**config.mk**
```make
export PLATFORM = sky130hd
export DESIGN_NAME = md_unit
export DESIGN_NICKNAME = d
export VERILOG_FILES = /design/src/rtl/md_pkg.sv /design/src/rtl/md_op_if.sv /design/src/rtl/md_unit.sv /design/src/rtl/md_result.sv /design/src/rtl/md_div.sv /design/src/rtl/md_mult.sv /design/src/rtl/md_decode.sv
export SDC_FILE = /design/constraint.sdc
export NUM_CORES = 2
export LEC_CHECK = 0
export ABC_AREA = 1
export BUFFER_PORTS_ARGS = -buffer_cell sky130_fd_sc_hd__buf_4
export CAP_MARGIN = 20
export CORE_MARGIN = 8
export CORE_UTILIZATION = 28
export CTS_CLUSTER_DIAMETER = 80
export CTS_CLUSTER_SIZE = 28
export DETAILED_ROUTE_END_ITERATION = 8
export PLACE_DENSITY = 0.39
export SLEW_MARGIN = 20
export SYNTH_ARGS = -nofsm -noshare
export SYNTH_HDL_FRONTEND = slang
export SYNTH_SLANG_ARGS = --single-unit
```
**constraint.sdc**
```tcl
create_clock -name clk_i -period 19.25 [get_ports clk_i]
set_clock_uncertainty 0.15 [all_clocks]
set_input_delay 1.925 -clock clk_i [delete_from_list [all_inputs] [get_ports clk_i]]
set_output_delay 1.925 -clock clk_i [all_outputs]
set_load 0.1 [all_outputs]
```
**src/rtl/md_pkg.sv**
```systemverilog
//~~~~~~~~~~~~~~~~~~~~~~~~~~~~~~~~~~~~~~~~~~~~~~~~~~~~~~~~~~~~~~~~~~~~~~~~~~
// Shared types of the RV32M multiply/divide unit
// Operation codes follow funct3 order; width is fixed at 32 bits
//~~~~~~~~~~~~~~~~~~~~~~~~~~~~~~~~~~~~~~~~~~~~~~~~~~~~~~~~~~~~~~~~~~~~~~~~~~

`default_nettype none

package md_pkg;

  localparam int unsigned MD_XLEN  = 32;
  localparam int unsigned MD_HALF  = 16;
  localparam int unsigned MD_CNT_W = 5;

  // M-extension operations in funct3 order
  typedef enum logic [2:0] {
    MD_OP_MUL    = 3'd0,
    MD_OP_MULH   = 3'd1,
    MD_OP_MULHSU = 3'd2,
    MD_OP_MULHU  = 3'd3,
    MD_OP_DIV    = 3'd4,
    MD_OP_DIVU   = 3'd5,
    MD_OP_REM    = 3'd6,
    MD_OP_REMU   = 3'd7
  } md_op_e;

  // Result class seen by the execute modules
  typedef enum logic [1:0] {
    MD_MULL = 2'd0,
    MD_MULH = 2'd1,
    MD_DIV  = 2'd2,
    MD_REM  = 2'd3
  } md_class_e;

  // Partial-result word, split in half-words by the multiplier
  typedef struct packed {
    logic [1:0]         guard;
    logic [MD_HALF-1:0] hi;
    logic [MD_HALF-1:0] lo;
  } md_imd_mul_t;

  typedef struct packed {
    logic [1:0]         guard;
    logic [MD_XLEN-1:0] word;
  } md_imd_div_t;

  typedef union packed {
    md_imd_mul_t mul;
    md_imd_div_t div;
  } md_imd_u;

endpackage

`default_nettype wire
```
**src/rtl/md_op_if.sv**
```systemverilog
//~~~~~~~~~~~~~~~~~~~~~~~~~~~~~~~~~~~~~~~~~~~~~~~~~~~~~~~~~~~~~~~~~~~~~~~~~~
// Decoded operation from decode to the execute modules
// All fields stay stable from go until the operation completes
//~~~~~~~~~~~~~~~~~~~~~~~~~~~~~~~~~~~~~~~~~~~~~~~~~~~~~~~~~~~~~~~~~~~~~~~~~~

`timescale 1ns/1ps
`default_nettype none

interface md_op_if
  import md_pkg::*;
();

  logic               go;
  md_class_e          op_class;
  // Bit 0 marks operand a as signed, bit 1 operand b
  logic [1:0]         signed_mode;
  logic [MD_XLEN-1:0] op_a;
  logic [MD_XLEN-1:0] op_b;
  logic               b_zero;

  modport decoder (output go, op_class, signed_mode, op_a, op_b, b_zero);

  modport exec (input go, op_class, signed_mode, op_a, op_b, b_zero);

endinterface

`default_nettype wire

```
**src/rtl/md_unit.sv**
```systemverilog
//~~~~~~~~~~~~~~~~~~~~~~~~~~~~~~~~~~~~~~~~~~~~~~~~~~~~~~~~~~~~~~~~~~~~~~~~~~
// RV32M multiply/divide unit top level
// start_i is a strobe accepted only while busy_o is low; no back-pressure
//~~~~~~~~~~~~~~~~~~~~~~~~~~~~~~~~~~~~~~~~~~~~~~~~~~~~~~~~~~~~~~~~~~~~~~~~~~

`timescale 1ns/1ps
`default_nettype none

module md_unit
  import md_pkg::*;
(
  input  wire logic               clk_i,
  input  wire logic               rst_ni,
  input  wire logic               start_i,
  input  wire md_op_e             op_i,
  input  wire logic [MD_XLEN-1:0] op_a_i,
  input  wire logic [MD_XLEN-1:0] op_b_i,
  output logic                    busy_o,
  output logic [MD_XLEN-1:0]      result_o,
  output logic                    valid_o
);

  logic               mult_done;
  logic [MD_XLEN-1:0] mult_result;
  logic               div_done;
  logic [MD_XLEN-1:0] div_result;

  md_op_if op_if ();

  md_decode u_decode (
    .clk_i   (clk_i),
    .rst_ni  (rst_ni),
    .start_i (start_i),
    .op_i    (op_i),
    .op_a_i  (op_a_i),
    .op_b_i  (op_b_i),
    .busy_i  (busy_o),
    .op_o    (op_if)
  );

  md_mult u_mult (
    .clk_i    (clk_i),
    .rst_ni   (rst_ni),
    .op_i     (op_if),
    .done_o   (mult_done),
    .result_o (mult_result)
  );

  md_div u_div (
    .clk_i    (clk_i),
    .rst_ni   (rst_ni),
    .op_i     (op_if),
    .done_o   (div_done),
    .result_o (div_result)
  );

  md_result u_result (
    .clk_i         (clk_i),
    .rst_ni        (rst_ni),
    .go_i          (op_if.go),
    .mult_done_i   (mult_done),
    .mult_result_i (mult_result),
    .div_done_i    (div_done),
    .div_result_i  (div_result),
    .busy_o        (busy_o),
    .result_o      (result_o),
    .valid_o       (valid_o)
  );

endmodule

`default_nettype wire

```
**src/rtl/md_result.sv**
```systemverilog
//~~~~~~~~~~~~~~~~~~~~~~~~~~~~~~~~~~~~~~~~~~~~~~~~~~~~~~~~~~~~~~~~~~~~~~~~~~
// Result register, valid strobe and busy tracking
// valid_o follows a done by one cycle; busy drops the cycle after valid_o
//~~~~~~~~~~~~~~~~~~~~~~~~~~~~~~~~~~~~~~~~~~~~~~~~~~~~~~~~~~~~~~~~~~~~~~~~~~

`timescale 1ns/1ps
`default_nettype none

module md_result
  import md_pkg::*;
(
  input  wire logic               clk_i,
  input  wire logic               rst_ni,
  input  wire logic               go_i,
  input  wire logic               mult_done_i,
  input  wire logic [MD_XLEN-1:0] mult_result_i,
  input  wire logic               div_done_i,
  input  wire logic [MD_XLEN-1:0] div_result_i,
  output logic                    busy_o,
  output logic [MD_XLEN-1:0]      result_o,
  output logic                    valid_o
);

  logic busy_q;

  always_ff @(posedge clk_i or negedge rst_ni) begin
    if (!rst_ni) begin
      busy_q   <= 1'b0;
      valid_o  <= 1'b0;
      result_o <= '0;
    end else begin
      valid_o <= mult_done_i | div_done_i;
      if (mult_done_i) begin
        result_o <= mult_result_i;
      end else if (div_done_i) begin
        result_o <= div_result_i;
      end
      // Clears once the valid strobe has been seen
      if (go_i) begin
        busy_q <= 1'b1;
      end else if (valid_o) begin
        busy_q <= 1'b0;
      end
    end
  end

  // Go cycle already counts as busy
  assign busy_o = busy_q | go_i;

  assert property (@(posedge clk_i) disable iff (!rst_ni) !(mult_done_i && div_done_i));

endmodule

`default_nettype wire

```
**src/rtl/md_div.sv**
```systemverilog
//~~~~~~~~~~~~~~~~~~~~~~~~~~~~~~~~~~~~~~~~~~~~~~~~~~~~~~~~~~~~~~~~~~~~~~~~~~
// Long divider with its own subtractor
// Done follows go by 37 cycles, or by 2 for a zero divisor
// Division by zero gives all ones (DIV/DIVU) or operand a (REM/REMU)
//~~~~~~~~~~~~~~~~~~~~~~~~~~~~~~~~~~~~~~~~~~~~~~~~~~~~~~~~~~~~~~~~~~~~~~~~~~

`timescale 1ns/1ps
`default_nettype none

module md_div
  import md_pkg::*;
(
  input  wire logic                clk_i,
  input  wire logic                rst_ni,
  md_op_if.exec                    op_i,
  output logic                     done_o,
  output logic [MD_XLEN-1:0]       result_o
);

  typedef enum logic [2:0] {
    DIV_IDLE, DIV_ABS_A, DIV_ABS_B, DIV_COMP, DIV_LAST, DIV_CHANGE_SIGN, DIV_FINISH
  } div_state_e;

  div_state_e          state_q;
  div_state_e          state_d;
  logic [MD_CNT_W-1:0] cnt_q;
  logic [MD_CNT_W-1:0] cnt_d;
  logic                done_q;
  logic                start;
  logic                is_div;
  logic                sign_a;
  logic                sign_b;
  logic                div_change_sign;
  logic                rem_change_sign;
  logic [MD_XLEN-1:0]  sub_a;
  logic [MD_XLEN-1:0]  sub_b;
  logic [MD_XLEN:0]    sub_res;
  logic                ge;
  logic [MD_XLEN-1:0]  one_shift;
  logic [MD_XLEN-1:0]  next_rem;
  logic [MD_XLEN-1:0]  next_quot;
  logic [MD_XLEN-1:0]  numer_q;
  logic [MD_XLEN-1:0]  numer_d;
  logic [MD_XLEN-1:0]  denom_q;
  logic [MD_XLEN-1:0]  denom_d;
  logic [MD_XLEN-1:0]  quot_q;
  logic [MD_XLEN-1:0]  quot_d;
  md_imd_u             imd_q;
  md_imd_u             imd_d;

  assign is_div = (op_i.op_class == MD_DIV);
  assign start  = op_i.go & (is_div | (op_i.op_class == MD_REM));

  assign sign_a          = op_i.signed_mode[0] & op_i.op_a[MD_XLEN-1];
  assign sign_b          = op_i.signed_mode[1] & op_i.op_b[MD_XLEN-1];
  assign div_change_sign = sign_a ^ sign_b;
  assign rem_change_sign = sign_a;

  // Borrow out of the 33-bit subtract means sub_a < sub_b
  assign sub_res = {1'b0, sub_a} - {1'b0, sub_b};
  assign ge      = ~sub_res[MD_XLEN];

  assign one_shift = {{(MD_XLEN-1){1'b0}}, 1'b1} << cnt_q;
  assign next_rem  = ge ? sub_res[MD_XLEN-1:0] : imd_q.div.word;
  assign next_quot = ge ? (quot_q | one_shift) : quot_q;

  always_comb begin
    state_d = state_q;
    cnt_d   = cnt_q;
    imd_d   = imd_q;
    numer_d = numer_q;
    denom_d = denom_q;
    quot_d  = quot_q;
    sub_a   = '0;
    sub_b   = op_i.op_b;

    unique case (state_q)
      DIV_IDLE: begin
        if (start) begin
          imd_d.div.guard = 2'b00;
          imd_d.div.word  = is_div ? '1 : op_i.op_a;
          state_d         = op_i.b_zero ? DIV_FINISH : DIV_ABS_A;
        end
      end
      DIV_ABS_A: begin
        sub_b   = op_i.op_a;
        numer_d = sign_a ? sub_res[MD_XLEN-1:0] : op_i.op_a;
        quot_d  = '0;
        state_d = DIV_ABS_B;
      end
      DIV_ABS_B: begin
        denom_d        = sign_b ? sub_res[MD_XLEN-1:0] : op_i.op_b;
        imd_d.div.word = {{(MD_XLEN-1){1'b0}}, numer_q[MD_XLEN-1]};
        cnt_d          = MD_CNT_W'(MD_XLEN - 1);
        state_d        = DIV_COMP;
      end
      DIV_COMP: begin
        sub_a          = imd_q.div.word;
        sub_b          = denom_q;
        cnt_d          = cnt_q - 1'b1;
        // Shift in the next dividend bit
        imd_d.div.word = {next_rem[MD_XLEN-2:0], numer_q[cnt_d]};
        quot_d         = next_quot;
        state_d        = (cnt_q == MD_CNT_W'(1)) ? DIV_LAST : DIV_COMP;
      end
      DIV_LAST: begin
        sub_a          = imd_q.div.word;
        sub_b          = denom_q;
        imd_d.div.word = is_div ? next_quot : next_rem;
        state_d        = DIV_CHANGE_SIGN;
      end
      DIV_CHANGE_SIGN: begin
        sub_b = imd_q.div.word;
        if (is_div ? div_change_sign : rem_change_sign) begin
          imd_d.div.word = sub_res[MD_XLEN-1:0];
        end
        state_d = DIV_FINISH;
      end
      DIV_FINISH: begin
        state_d = DIV_IDLE;
      end
      default: begin
        state_d = DIV_IDLE;
      end
    endcase
  end

  always_ff @(posedge clk_i or negedge rst_ni) begin
    if (!rst_ni) begin
      state_q <= DIV_IDLE;
      cnt_q   <= '0;
      done_q  <= 1'b0;
    end else begin
      state_q <= state_d;
      cnt_q   <= cnt_d;
      done_q  <= (state_q == DIV_FINISH);
    end
  end

  always_ff @(posedge clk_i) begin
    imd_q   <= imd_d;
    numer_q <= numer_d;
    denom_q <= denom_d;
    quot_q  <= quot_d;
  end

  // Result word is held in the partial register through the done cycle
  assign done_o   = done_q;
  assign result_o = imd_q.div.word;

  assert property (@(posedge clk_i) disable iff (!rst_ni)
    state_q inside {DIV_IDLE, DIV_ABS_A, DIV_ABS_B, DIV_COMP, DIV_LAST,
                    DIV_CHANGE_SIGN, DIV_FINISH});

  assert property (@(posedge clk_i) disable iff (!rst_ni)
    (state_q == DIV_COMP) |-> (cnt_q != '0));

endmodule

`default_nettype wire

```
**src/rtl/md_mult.sv**
```systemverilog
//~~~~~~~~~~~~~~~~~~~~~~~~~~~~~~~~~~~~~~~~~~~~~~~~~~~~~~~~~~~~~~~~~~~~~~~~~~
// Multi-cycle multiplier on one 17x17 signed MAC kernel
// MUL completes in 3 cycles after go, the high variants in 4
//~~~~~~~~~~~~~~~~~~~~~~~~~~~~~~~~~~~~~~~~~~~~~~~~~~~~~~~~~~~~~~~~~~~~~~~~~~

`timescale 1ns/1ps
`default_nettype none

module md_mult
  import md_pkg::*;
(
  input  wire logic                clk_i,
  input  wire logic                rst_ni,
  md_op_if.exec                    op_i,
  output logic                     done_o,
  output logic [MD_XLEN-1:0]       result_o
);

  typedef enum logic [1:0] {
    ALBL, ALBH, AHBL, AHBH
  } mult_state_e;

  mult_state_e        state_q;
  mult_state_e        state_d;
  logic               active_q;
  logic               start;
  logic               is_mull;
  logic               signed_mult;
  logic [MD_HALF-1:0] mac_a;
  logic [MD_HALF-1:0] mac_b;
  logic               sign_a;
  logic               sign_b;
  logic [33:0]        accum;
  logic signed [33:0] mac_res;
  md_imd_u            imd_q;
  md_imd_u            imd_d;

  assign is_mull     = (op_i.op_class == MD_MULL);
  assign start       = op_i.go & (is_mull | (op_i.op_class == MD_MULH));
  assign signed_mult = (op_i.signed_mode != 2'b00);

  // Single kernel with a 34-bit accumulate
  assign mac_res = $signed({sign_a, mac_a}) * $signed({sign_b, mac_b}) + $signed(accum);

  always_comb begin
    mac_a    = op_i.op_a[MD_HALF-1:0];
    mac_b    = op_i.op_b[MD_HALF-1:0];
    sign_a   = 1'b0;
    sign_b   = 1'b0;
    accum    = '0;
    imd_d    = mac_res;
    state_d  = state_q;
    done_o   = 1'b0;
    result_o = mac_res[MD_XLEN-1:0];

    unique case (state_q)
      ALBL: begin
        state_d = ALBH;
      end
      ALBH: begin
        mac_b  = op_i.op_b[MD_XLEN-1:MD_HALF];
        sign_b = op_i.signed_mode[1] & op_i.op_b[MD_XLEN-1];
        accum  = {18'b0, imd_q.mul.hi};
        if (is_mull) begin
          imd_d = {2'b00, mac_res[MD_HALF-1:0], imd_q.mul.lo};
        end
        state_d = AHBL;
      end
      AHBL: begin
        mac_a  = op_i.op_a[MD_XLEN-1:MD_HALF];
        sign_a = op_i.signed_mode[0] & op_i.op_a[MD_XLEN-1];
        if (is_mull) begin
          accum    = {18'b0, imd_q.mul.hi};
          result_o = {mac_res[MD_HALF-1:0], imd_q.mul.lo};
          done_o   = active_q;
          state_d  = ALBL;
        end else begin
          accum   = imd_q;
          state_d = AHBH;
        end
      end
      AHBH: begin
        mac_a  = op_i.op_a[MD_XLEN-1:MD_HALF];
        mac_b  = op_i.op_b[MD_XLEN-1:MD_HALF];
        sign_a = op_i.signed_mode[0] & op_i.op_a[MD_XLEN-1];
        sign_b = op_i.signed_mode[1] & op_i.op_b[MD_XLEN-1];
        // Accumulator moves down by a half-word, sign-extended
        accum   = {{16{signed_mult & imd_q.mul.guard[1]}}, imd_q.mul.guard, imd_q.mul.hi};
        done_o  = active_q;
        state_d = ALBL;
      end
    endcase
  end

  always_ff @(posedge clk_i or negedge rst_ni) begin
    if (!rst_ni) begin
      active_q <= 1'b0;
      state_q  <= ALBL;
    end else if (start) begin
      active_q <= 1'b1;
      state_q  <= ALBL;
    end else if (active_q) begin
      state_q <= state_d;
      if (done_o) begin
        active_q <= 1'b0;
      end
    end
  end

  always_ff @(posedge clk_i) begin
    if (active_q) begin
      imd_q <= imd_d;
    end
  end

  assert property (@(posedge clk_i) disable iff (!rst_ni) !$isunknown(state_q));

endmodule

`default_nettype wire

```
**src/rtl/md_decode.sv**
```systemverilog
//~~~~~~~~~~~~~~~~~~~~~~~~~~~~~~~~~~~~~~~~~~~~~~~~~~~~~~~~~~~~~~~~~~~~~~~~~~
// Operation decode and operand capture
// A start while busy_i is high is dropped; go follows an accept by 1 cycle
//~~~~~~~~~~~~~~~~~~~~~~~~~~~~~~~~~~~~~~~~~~~~~~~~~~~~~~~~~~~~~~~~~~~~~~~~~~

`timescale 1ns/1ps
`default_nettype none

module md_decode
  import md_pkg::*;
(
  input  wire logic               clk_i,
  input  wire logic               rst_ni,
  input  wire logic               start_i,
  input  wire md_op_e             op_i,
  input  wire logic [MD_XLEN-1:0] op_a_i,
  input  wire logic [MD_XLEN-1:0] op_b_i,
  input  wire logic               busy_i,
  md_op_if.decoder                op_o
);

  logic               accept;
  logic               go_q;
  md_class_e          class_d;
  md_class_e          class_q;
  logic [1:0]         smode_d;
  logic [1:0]         smode_q;
  logic               b_zero_q;
  logic [MD_XLEN-1:0] op_a_q;
  logic [MD_XLEN-1:0] op_b_q;

  assign accept = start_i & ~busy_i;

  always_comb begin
    unique case (op_i)
      MD_OP_MUL:    begin class_d = MD_MULL; smode_d = 2'b00; end
      MD_OP_MULH:   begin class_d = MD_MULH; smode_d = 2'b11; end
      MD_OP_MULHSU: begin class_d = MD_MULH; smode_d = 2'b01; end
      MD_OP_MULHU:  begin class_d = MD_MULH; smode_d = 2'b00; end
      MD_OP_DIV:    begin class_d = MD_DIV;  smode_d = 2'b11; end
      MD_OP_DIVU:   begin class_d = MD_DIV;  smode_d = 2'b00; end
      MD_OP_REM:    begin class_d = MD_REM;  smode_d = 2'b11; end
      MD_OP_REMU:   begin class_d = MD_REM;  smode_d = 2'b00; end
    endcase
  end

  always_ff @(posedge clk_i or negedge rst_ni) begin
    if (!rst_ni) begin
      go_q     <= 1'b0;
      class_q  <= MD_MULL;
      smode_q  <= 2'b00;
      b_zero_q <= 1'b0;
    end else begin
      go_q <= accept;
      if (accept) begin
        class_q  <= class_d;
        smode_q  <= smode_d;
        b_zero_q <= (op_b_i == '0);
      end
    end
  end

  always_ff @(posedge clk_i) begin
    if (accept) begin
      op_a_q <= op_a_i;
      op_b_q <= op_b_i;
    end
  end

  assign op_o.go          = go_q;
  assign op_o.op_class    = class_q;
  assign op_o.signed_mode = smode_q;
  assign op_o.op_a        = op_a_q;
  assign op_o.op_b        = op_b_q;
  assign op_o.b_zero      = b_zero_q;

  // Busy feedback must already block a second accept in the go cycle
  assert property (@(posedge clk_i) disable iff (!rst_ni)
    go_q |=> !go_q);

endmodule

`default_nettype wire

```
Yosys cells after proc, flatten, opt, wreduce, memory -nomap -nowiden
Memory sizes are Yosys's and may differ from the RTL's. A register that Yosys moved wholly into a read port is not among the register bits.
Cells that the tools add are included.
- register bits after elaboration: 274
- bits in read-only memories: 32
- input port bits: 70
- output and inout port bits: 34
- logic and storage cells: 117
- memories: 1
- memory list (name ; depth ; bits a word ; read ports ; clocked after memory_dff ; wr ports ; line ; RTL):
    (no name shown) ; 8 ; 4 ; 1 ; 1 ; 0 ; md_decode.sv:35 ; unique case (op_i)
- add/subtract/negate cells: 3
- multipliers: 1
- order comparisons: 1
- equal/unequal tests: 17
- shift operators: 1
- multiplexer cells: 43
- bitwise operators: 13
- reduce and logical (&&, ||, !) cells: 18
- operators with widths (cell ; number):
    2-to-1 mux 32 bit ; 13
    one-hot mux 32 bit (5 select lines) ; 1
    2-to-1 mux 34 bit ; 3
    one-hot mux 34 bit (3 select lines) ; 1
    one-hot mux 32 bit (3 select lines) ; 1
    one-hot mux 32 bit (2 select lines) ; 1
    adder 34 bit ; 1
    multiplier 17 x 17 -> 34 bit ; 1
    subtractor 32 x 32 -> 33 bit ; 1
    logical NOT 32 bit ; 1
    2-to-1 mux 16 bit ; 2
    bitwise OR 32 bit ; 1
    left shift 1 x 5 -> 32 bit, first input constant ; 1
    one-hot mux 3 bit (6 select lines) ; 1
    nonzero test 2 bit ; 6
    2-to-1 mux 1 bit ; 10
    one-hot mux 5 bit (2 select lines) ; 1
    == test 3 bit, second input constant ; 3
    2-to-1 mux 3 bit ; 3
    == test 2 bit, second input constant ; 4
    one-hot mux 2 bit (4 select lines) ; 1
    bitwise AND 1 bit ; 6
    == test 3 x 2 -> 1 bit, second input constant ; 2
    < comparator 5 x 6 -> 1 bit, second input constant ; 1
    other kinds (21) ; 31

Longest topological paths before layout
- depth after elaboration: 8
- gate-level depth with buffers: 35

Hierarchy
A second synthesis with hierarchy kept.
- cells, all modules: 4067
- area, all modules: 31008.5 um2
- by module, submodules not included (module ; instances ; cells each ; area an instance (um2) ; sequential area each (um2)):
    md_mult ; 1 ; 2009 ; 15476.1 ; 1096.1
    md_div ; 1 ; 1752 ; 11629.9 ; 4068.9
    md_decode ; 1 ; 123 ; 2331.0 ; 2072.0
    md_result ; 1 ; 183 ; 1571.5 ; 850.8

Worst setup path before layout
OpenSTA, ideal clock, no wires.
- path type: reg2reg
- start point: register u_mult.state_q[0]
- end point: register u_mult.imd_q[17] in the netlist's numbering (data pin)
- library setup time: 0.266 ns
- arrival: 6.409 ns
- required time: 18.834 ns
- setup slack: 12.426 ns
- stages on the path, launching flop included: 25
- buffers on the path: 2
- clock period less this slack: 6.824 ns
- cells stage by stage: dfrtp_1 > buf_2 > clkbuf_1 > nand2_1 > o21ai_0 > inv_1 > nor2_1 > inv_1 > fa_1 > inv_1 > fa_1 > fa_1 > inv_1 > fa_1 > inv_1 > fa_1 > fa_1 > ha_1 > a21oi_1 > a21boi_0 > nand2_1 > o21bai_1 > or2_2 > nand3_1 > o21ai_0
- RTL lines (what ; line ; RTL):
    start, declared ; md_mult.sv:23 ; mult_state_e state_q;
    start signal, assigned ; md_mult.sv:103 ; state_q <= state_d;
    end signal, assigned ; md_mult.sv:112 ; imd_q <= imd_d;
    end, declared ; md_mult.sv:35 ; md_imd_u imd_q;

Worst setup path after layout
- start point: register u_mult.state_q[0]
- end point: register u_result.result_o[24]
- longest elaborated chain between the ends: 8
- ends and longest elaborated chain (what ; line ; RTL):
    == test 2 bit or == test 2 x 1 -> 1 bit (tied branches) ; md_mult.sv:56 ; unique case (state_q)
    OR reduction 2 bit (no line) ; n/a ;
    2-to-1 mux 16 bit or 2-to-1 mux 1 bit (tied branches) ; n/a ;
    multiplier 17 x 17 -> 34 bit ; md_mult.sv:43 ; assign mac_res = $signed({sign_a, mac_a}) * $signed({sign_b, mac_b}) + $signed(accum);
    adder 34 bit ; md_mult.sv:43 ;
    2-to-1 mux 32 bit ; md_mult.sv:72 ; if (is_mull) begin
    2-to-1 mux 32 bit ; md_mult.sv:56 ;
    2-to-1 mux 32 bit ; md_result.sv:33 ; if (mult_done_i) begin
    end signal, assigned ; md_result.sv:34 ; result_o <= mult_result_i;
    end signal, assigned ; md_result.sv:36 ; result_o <= div_result_i;
    end, declared ; md_result.sv:20 ; output logic [MD_XLEN-1:0] result_o,
Parallel ways exist; a longest one is shown, timed or not.
A chain may end at the register's enable or synchronous reset.

==> results.json <==
{
  "run_status": "finished, final reports clean",
  "grt_pass1_vias": 27000,
  "timing.setup.critical_path_class": "flip-flop to flip-flop",
  "die_area_sq_mm": 0.120,
  "drt-wirelength-per-cell_um": 24.4,
  "post_synthesis_net_count": 4498,
  "core_area_sq_mm": 0.108,
  "initial_core_util_pct": 28.1,
  "dieHeight_um": 346,
  "drcViolationCount": 0,
  "io_buffers": 103,
  "num_rows": 121,
  "worst_slew_pin_slew_ns": 1.14,
  "hold_viol_final": 0,
  "io_pins": 104,
  "gr-total-overflow": 0,
  "worstPathMaxFanout": 32,
  "dr_total_vias": 26100,
  "chipWidth_um": 346,
  "drt_first_pass_iters": 5,
  "setup_slack_ns": 10.54,
  "yosysWarnings": 0,
  "final_max_slew_viol_count": 0,
  "worst_relative_slew_slack_pct": 23.6,
  "final.period_utilization_pct": 45.3,
  "postSynth.asyncResetShare_pct": 18.7,
  "hpwlAfterDp_um": 111000,
  "setup_fix_bufs_post_cts": 0,
  "antenna_left": 0,
  "netlist_top_cells_count": "sky130_fd_sc_hd__nand2_1, sky130_fd_sc_hd__inv_1, sky130_fd_sc_hd__nor2_1, sky130_fd_sc_hd__fa_1, sky130_fd_sc_hd__edfxtp_1",
  "cp-start-kind": "flip-flop",
  "synth.largest_area_cell": "sky130_fd_sc_hd__fa_1",
  "synth.ff_latch_count": 278,
  "final_design_area_no_fill_sq_mm": 0.0340,
  "grt_max_degree": 83,
  "clock_latency_ns": 0.59,
  "cts_resized": 0,
  "finalWeightedCongestion": 0.952,
  "cts_hold_repair.buffers": 0,
  "placement.cell_area_sq_mm": 0.0331,
  "post_synthesis_to_final_layout_area_growth_pct": 11.4,
  "grt_first_pass_wirelength_um": 192000,
  "nNetsFinal": 4568,
  "proportion_of_synthesized_chip_area_in_sequential_cells_pct": 26.5,
  "cts_inserted_buffers": 22,
  "detail_route.vias_per_cell": 4.80,
  "timing.final.crit_period_ns": 8.71,
  "critical-path-max-stage-delay_ns": 0.90,
  "synth_cell_types": 55,
  "max_freq_mhz": 115,
  "post_synth_instance_area_sq_mm": 0.0305,
  "most_used_flip_flop_cell_after_synthesis": "sky130_fd_sc_hd__edfxtp_1",
  "synth_edf_count": 226,
  "tritoncts_num_sinks": 278,
  "drtIter0Drc": 1909,
  "setup_viol": 0,
  "synth_area_leaders": "sky130_fd_sc_hd__fa_1, sky130_fd_sc_hd__edfxtp_1, sky130_fd_sc_hd__nand2_1, sky130_fd_sc_hd__inv_1, sky130_fd_sc_hd__nor2_1",
  "final_layout_size_suffix_gt1_share_pct": 6.70,
  "cts-htree-levels": 1,
  "clk_pin_slew_worst_setup_hold_paths_ns": 0.09,
  "pre_cts_slack_ns": 10.60,
  "syn-mean-instance-area_sq_um": 7.73,
  "maxCapViolations": 0,
  "clk_path_buf_depth": 3,
  "critPathArrivalTime_ns": 9.04,
  "antenna_violations_before_repair": 2,
  "sum_of_negative_setup_slack_ns": 0,
  "synthMostInstantiatedCell": "sky130_fd_sc_hd__nand2_1",
  "timing.hold.worst.class": "flip-flop to flip-flop",
  "kind_of_end_point_of_the_critical_path": "flip-flop",
  "crit_path_slowest_cell": "sky130_fd_sc_hd__o21ai_1",
  "fin_hold_ws_ns": 0.349,
  "clock_tree_from_tritoncts": "done",
  "unrepaired_setup_endpoints_after_global_routing": "no",
  "cts-root-buf": "sky130_fd_sc_hd__clkbuf_16",
  "synth.top_cell.area_share_pct": 22.3,
  "grt_use_total_pct": 21.7,
  "critical-path-top-cell-by-count": "sky130_fd_sc_hd__inv_1",
  "totalWireLength_um": 133000,
  "postSynthCellCount": 3944,
  "worst-endpoint-required_ns": 19.57
}
per-stage QoR:
step / util [%] / cells
after floorplan: - / 3944
after global placement: 30.5 / 5401
after detailed placement: 30.5 / 5402
after CTS: 31.3 / 5442
after global routing: 31.3 / 5444
final: 31.3 / 5446
final timing paths:
check | from | slack, ns | to | depth (start not counted)
min | u_result.valid_o$_DFF_PN0_ | 0.35 | u_result.busy_q$_DFFE_PN0P_ | 1
max in group asynchronous | rst_ni | 17.10 | u_result.result_o[1]$_DFFE_PN0P_ | 1
max reg2reg | u_mult.state_q[0]$_DFFE_PN0P_ | 10.54 | u_result.result_o[24]$_DFFE_PN0P_ | 28
min in group asynchronous | rst_ni | 1.25 | u_decode.op_o.go$_DFF_PN0_ | 1
min reg2reg | u_result.valid_o$_DFF_PN0_ | 0.35 | u_result.busy_q$_DFFE_PN0P_ | 1
max | u_mult.state_q[0]$_DFFE_PN0P_ | 10.54 | u_result.result_o[24]$_DFFE_PN0P_ | 28
layout make-up:
class,instances,area (sq um)
diodes,2,5.00
clock buffers,22,551
clock inverters,18,293
fillers,11900,74400
inverters,871,3270
multi-input cells,2671,18700
flip-flops and latches,278,8090
well taps,1414,1770
repair buffers,170,1310
critical path: cells and delay by family, from the launching register on:
| kind | cells | cell delay (ns) |
|---|---|---|
| adder cells (fa/ha/maj) | 7 | 3.34 |
| AND/OR/NAND/NOR | 10 | 1.94 |
| buffers and inverters | 9 | 1.67 |
| AO/OA/AOI/OAI | 2 | 1.05 |
| flip-flops | 1 | 0.45 |
per-layer routing:
layer / GRT usage [%] / wire length [um]
met1: 27.3 / 55300
met2: 38.6 / 65800
met3: 1.46 / 5420
met4: 8.72 / 6360
met5: 0 / 0
sequential cells by signal, summed over array words and instances, names as in the netlist:
signal and flops:
u_decode.op_o.op_a 32, u_decode.op_o.signed_mode 2, u_decode.op_o.op_b 32, u_decode.op_o.go 1
u_result.busy_q 1, u_mult.imd_q 34, u_mult.active_q 1, u_div.cnt_q 5
u_div.imd_q 32, u_div.quot_q 32, u_result.result_o 32, u_div.numer_q 32
u_decode.op_o.op_class 2, u_div.state_q 3, u_decode.op_o.b_zero 1, u_result.valid_o 1
u_div.denom_q 32, u_mult.state_q 2, u_div.done_o 1
cell families after synthesis:
kind of cell,synth area share (%)
and+or+nand+nor,21.9
adders and majority gates,28.2
xor gates and xnor gates,1.09
DFF,26.5
buffers and inverters,12.5
AOI/OAI and AO/OA,9.69
cells in the final DEF, fill, tap and decap left out, drive strengths merged, types with 26 or more instances in the layout:
cell type	count
nand2	869
inv	862
nor2	509
fa	340
o21ai	243
edfxtp	226
nand3	190
buf	170
ha	144
a21oi	93
dfrtp	52
nor3	30
a211oi	26
o21bai	26
Power is not shown: default switching activity piles up to over one toggle a cycle in this logic, so the estimate is an artifact.
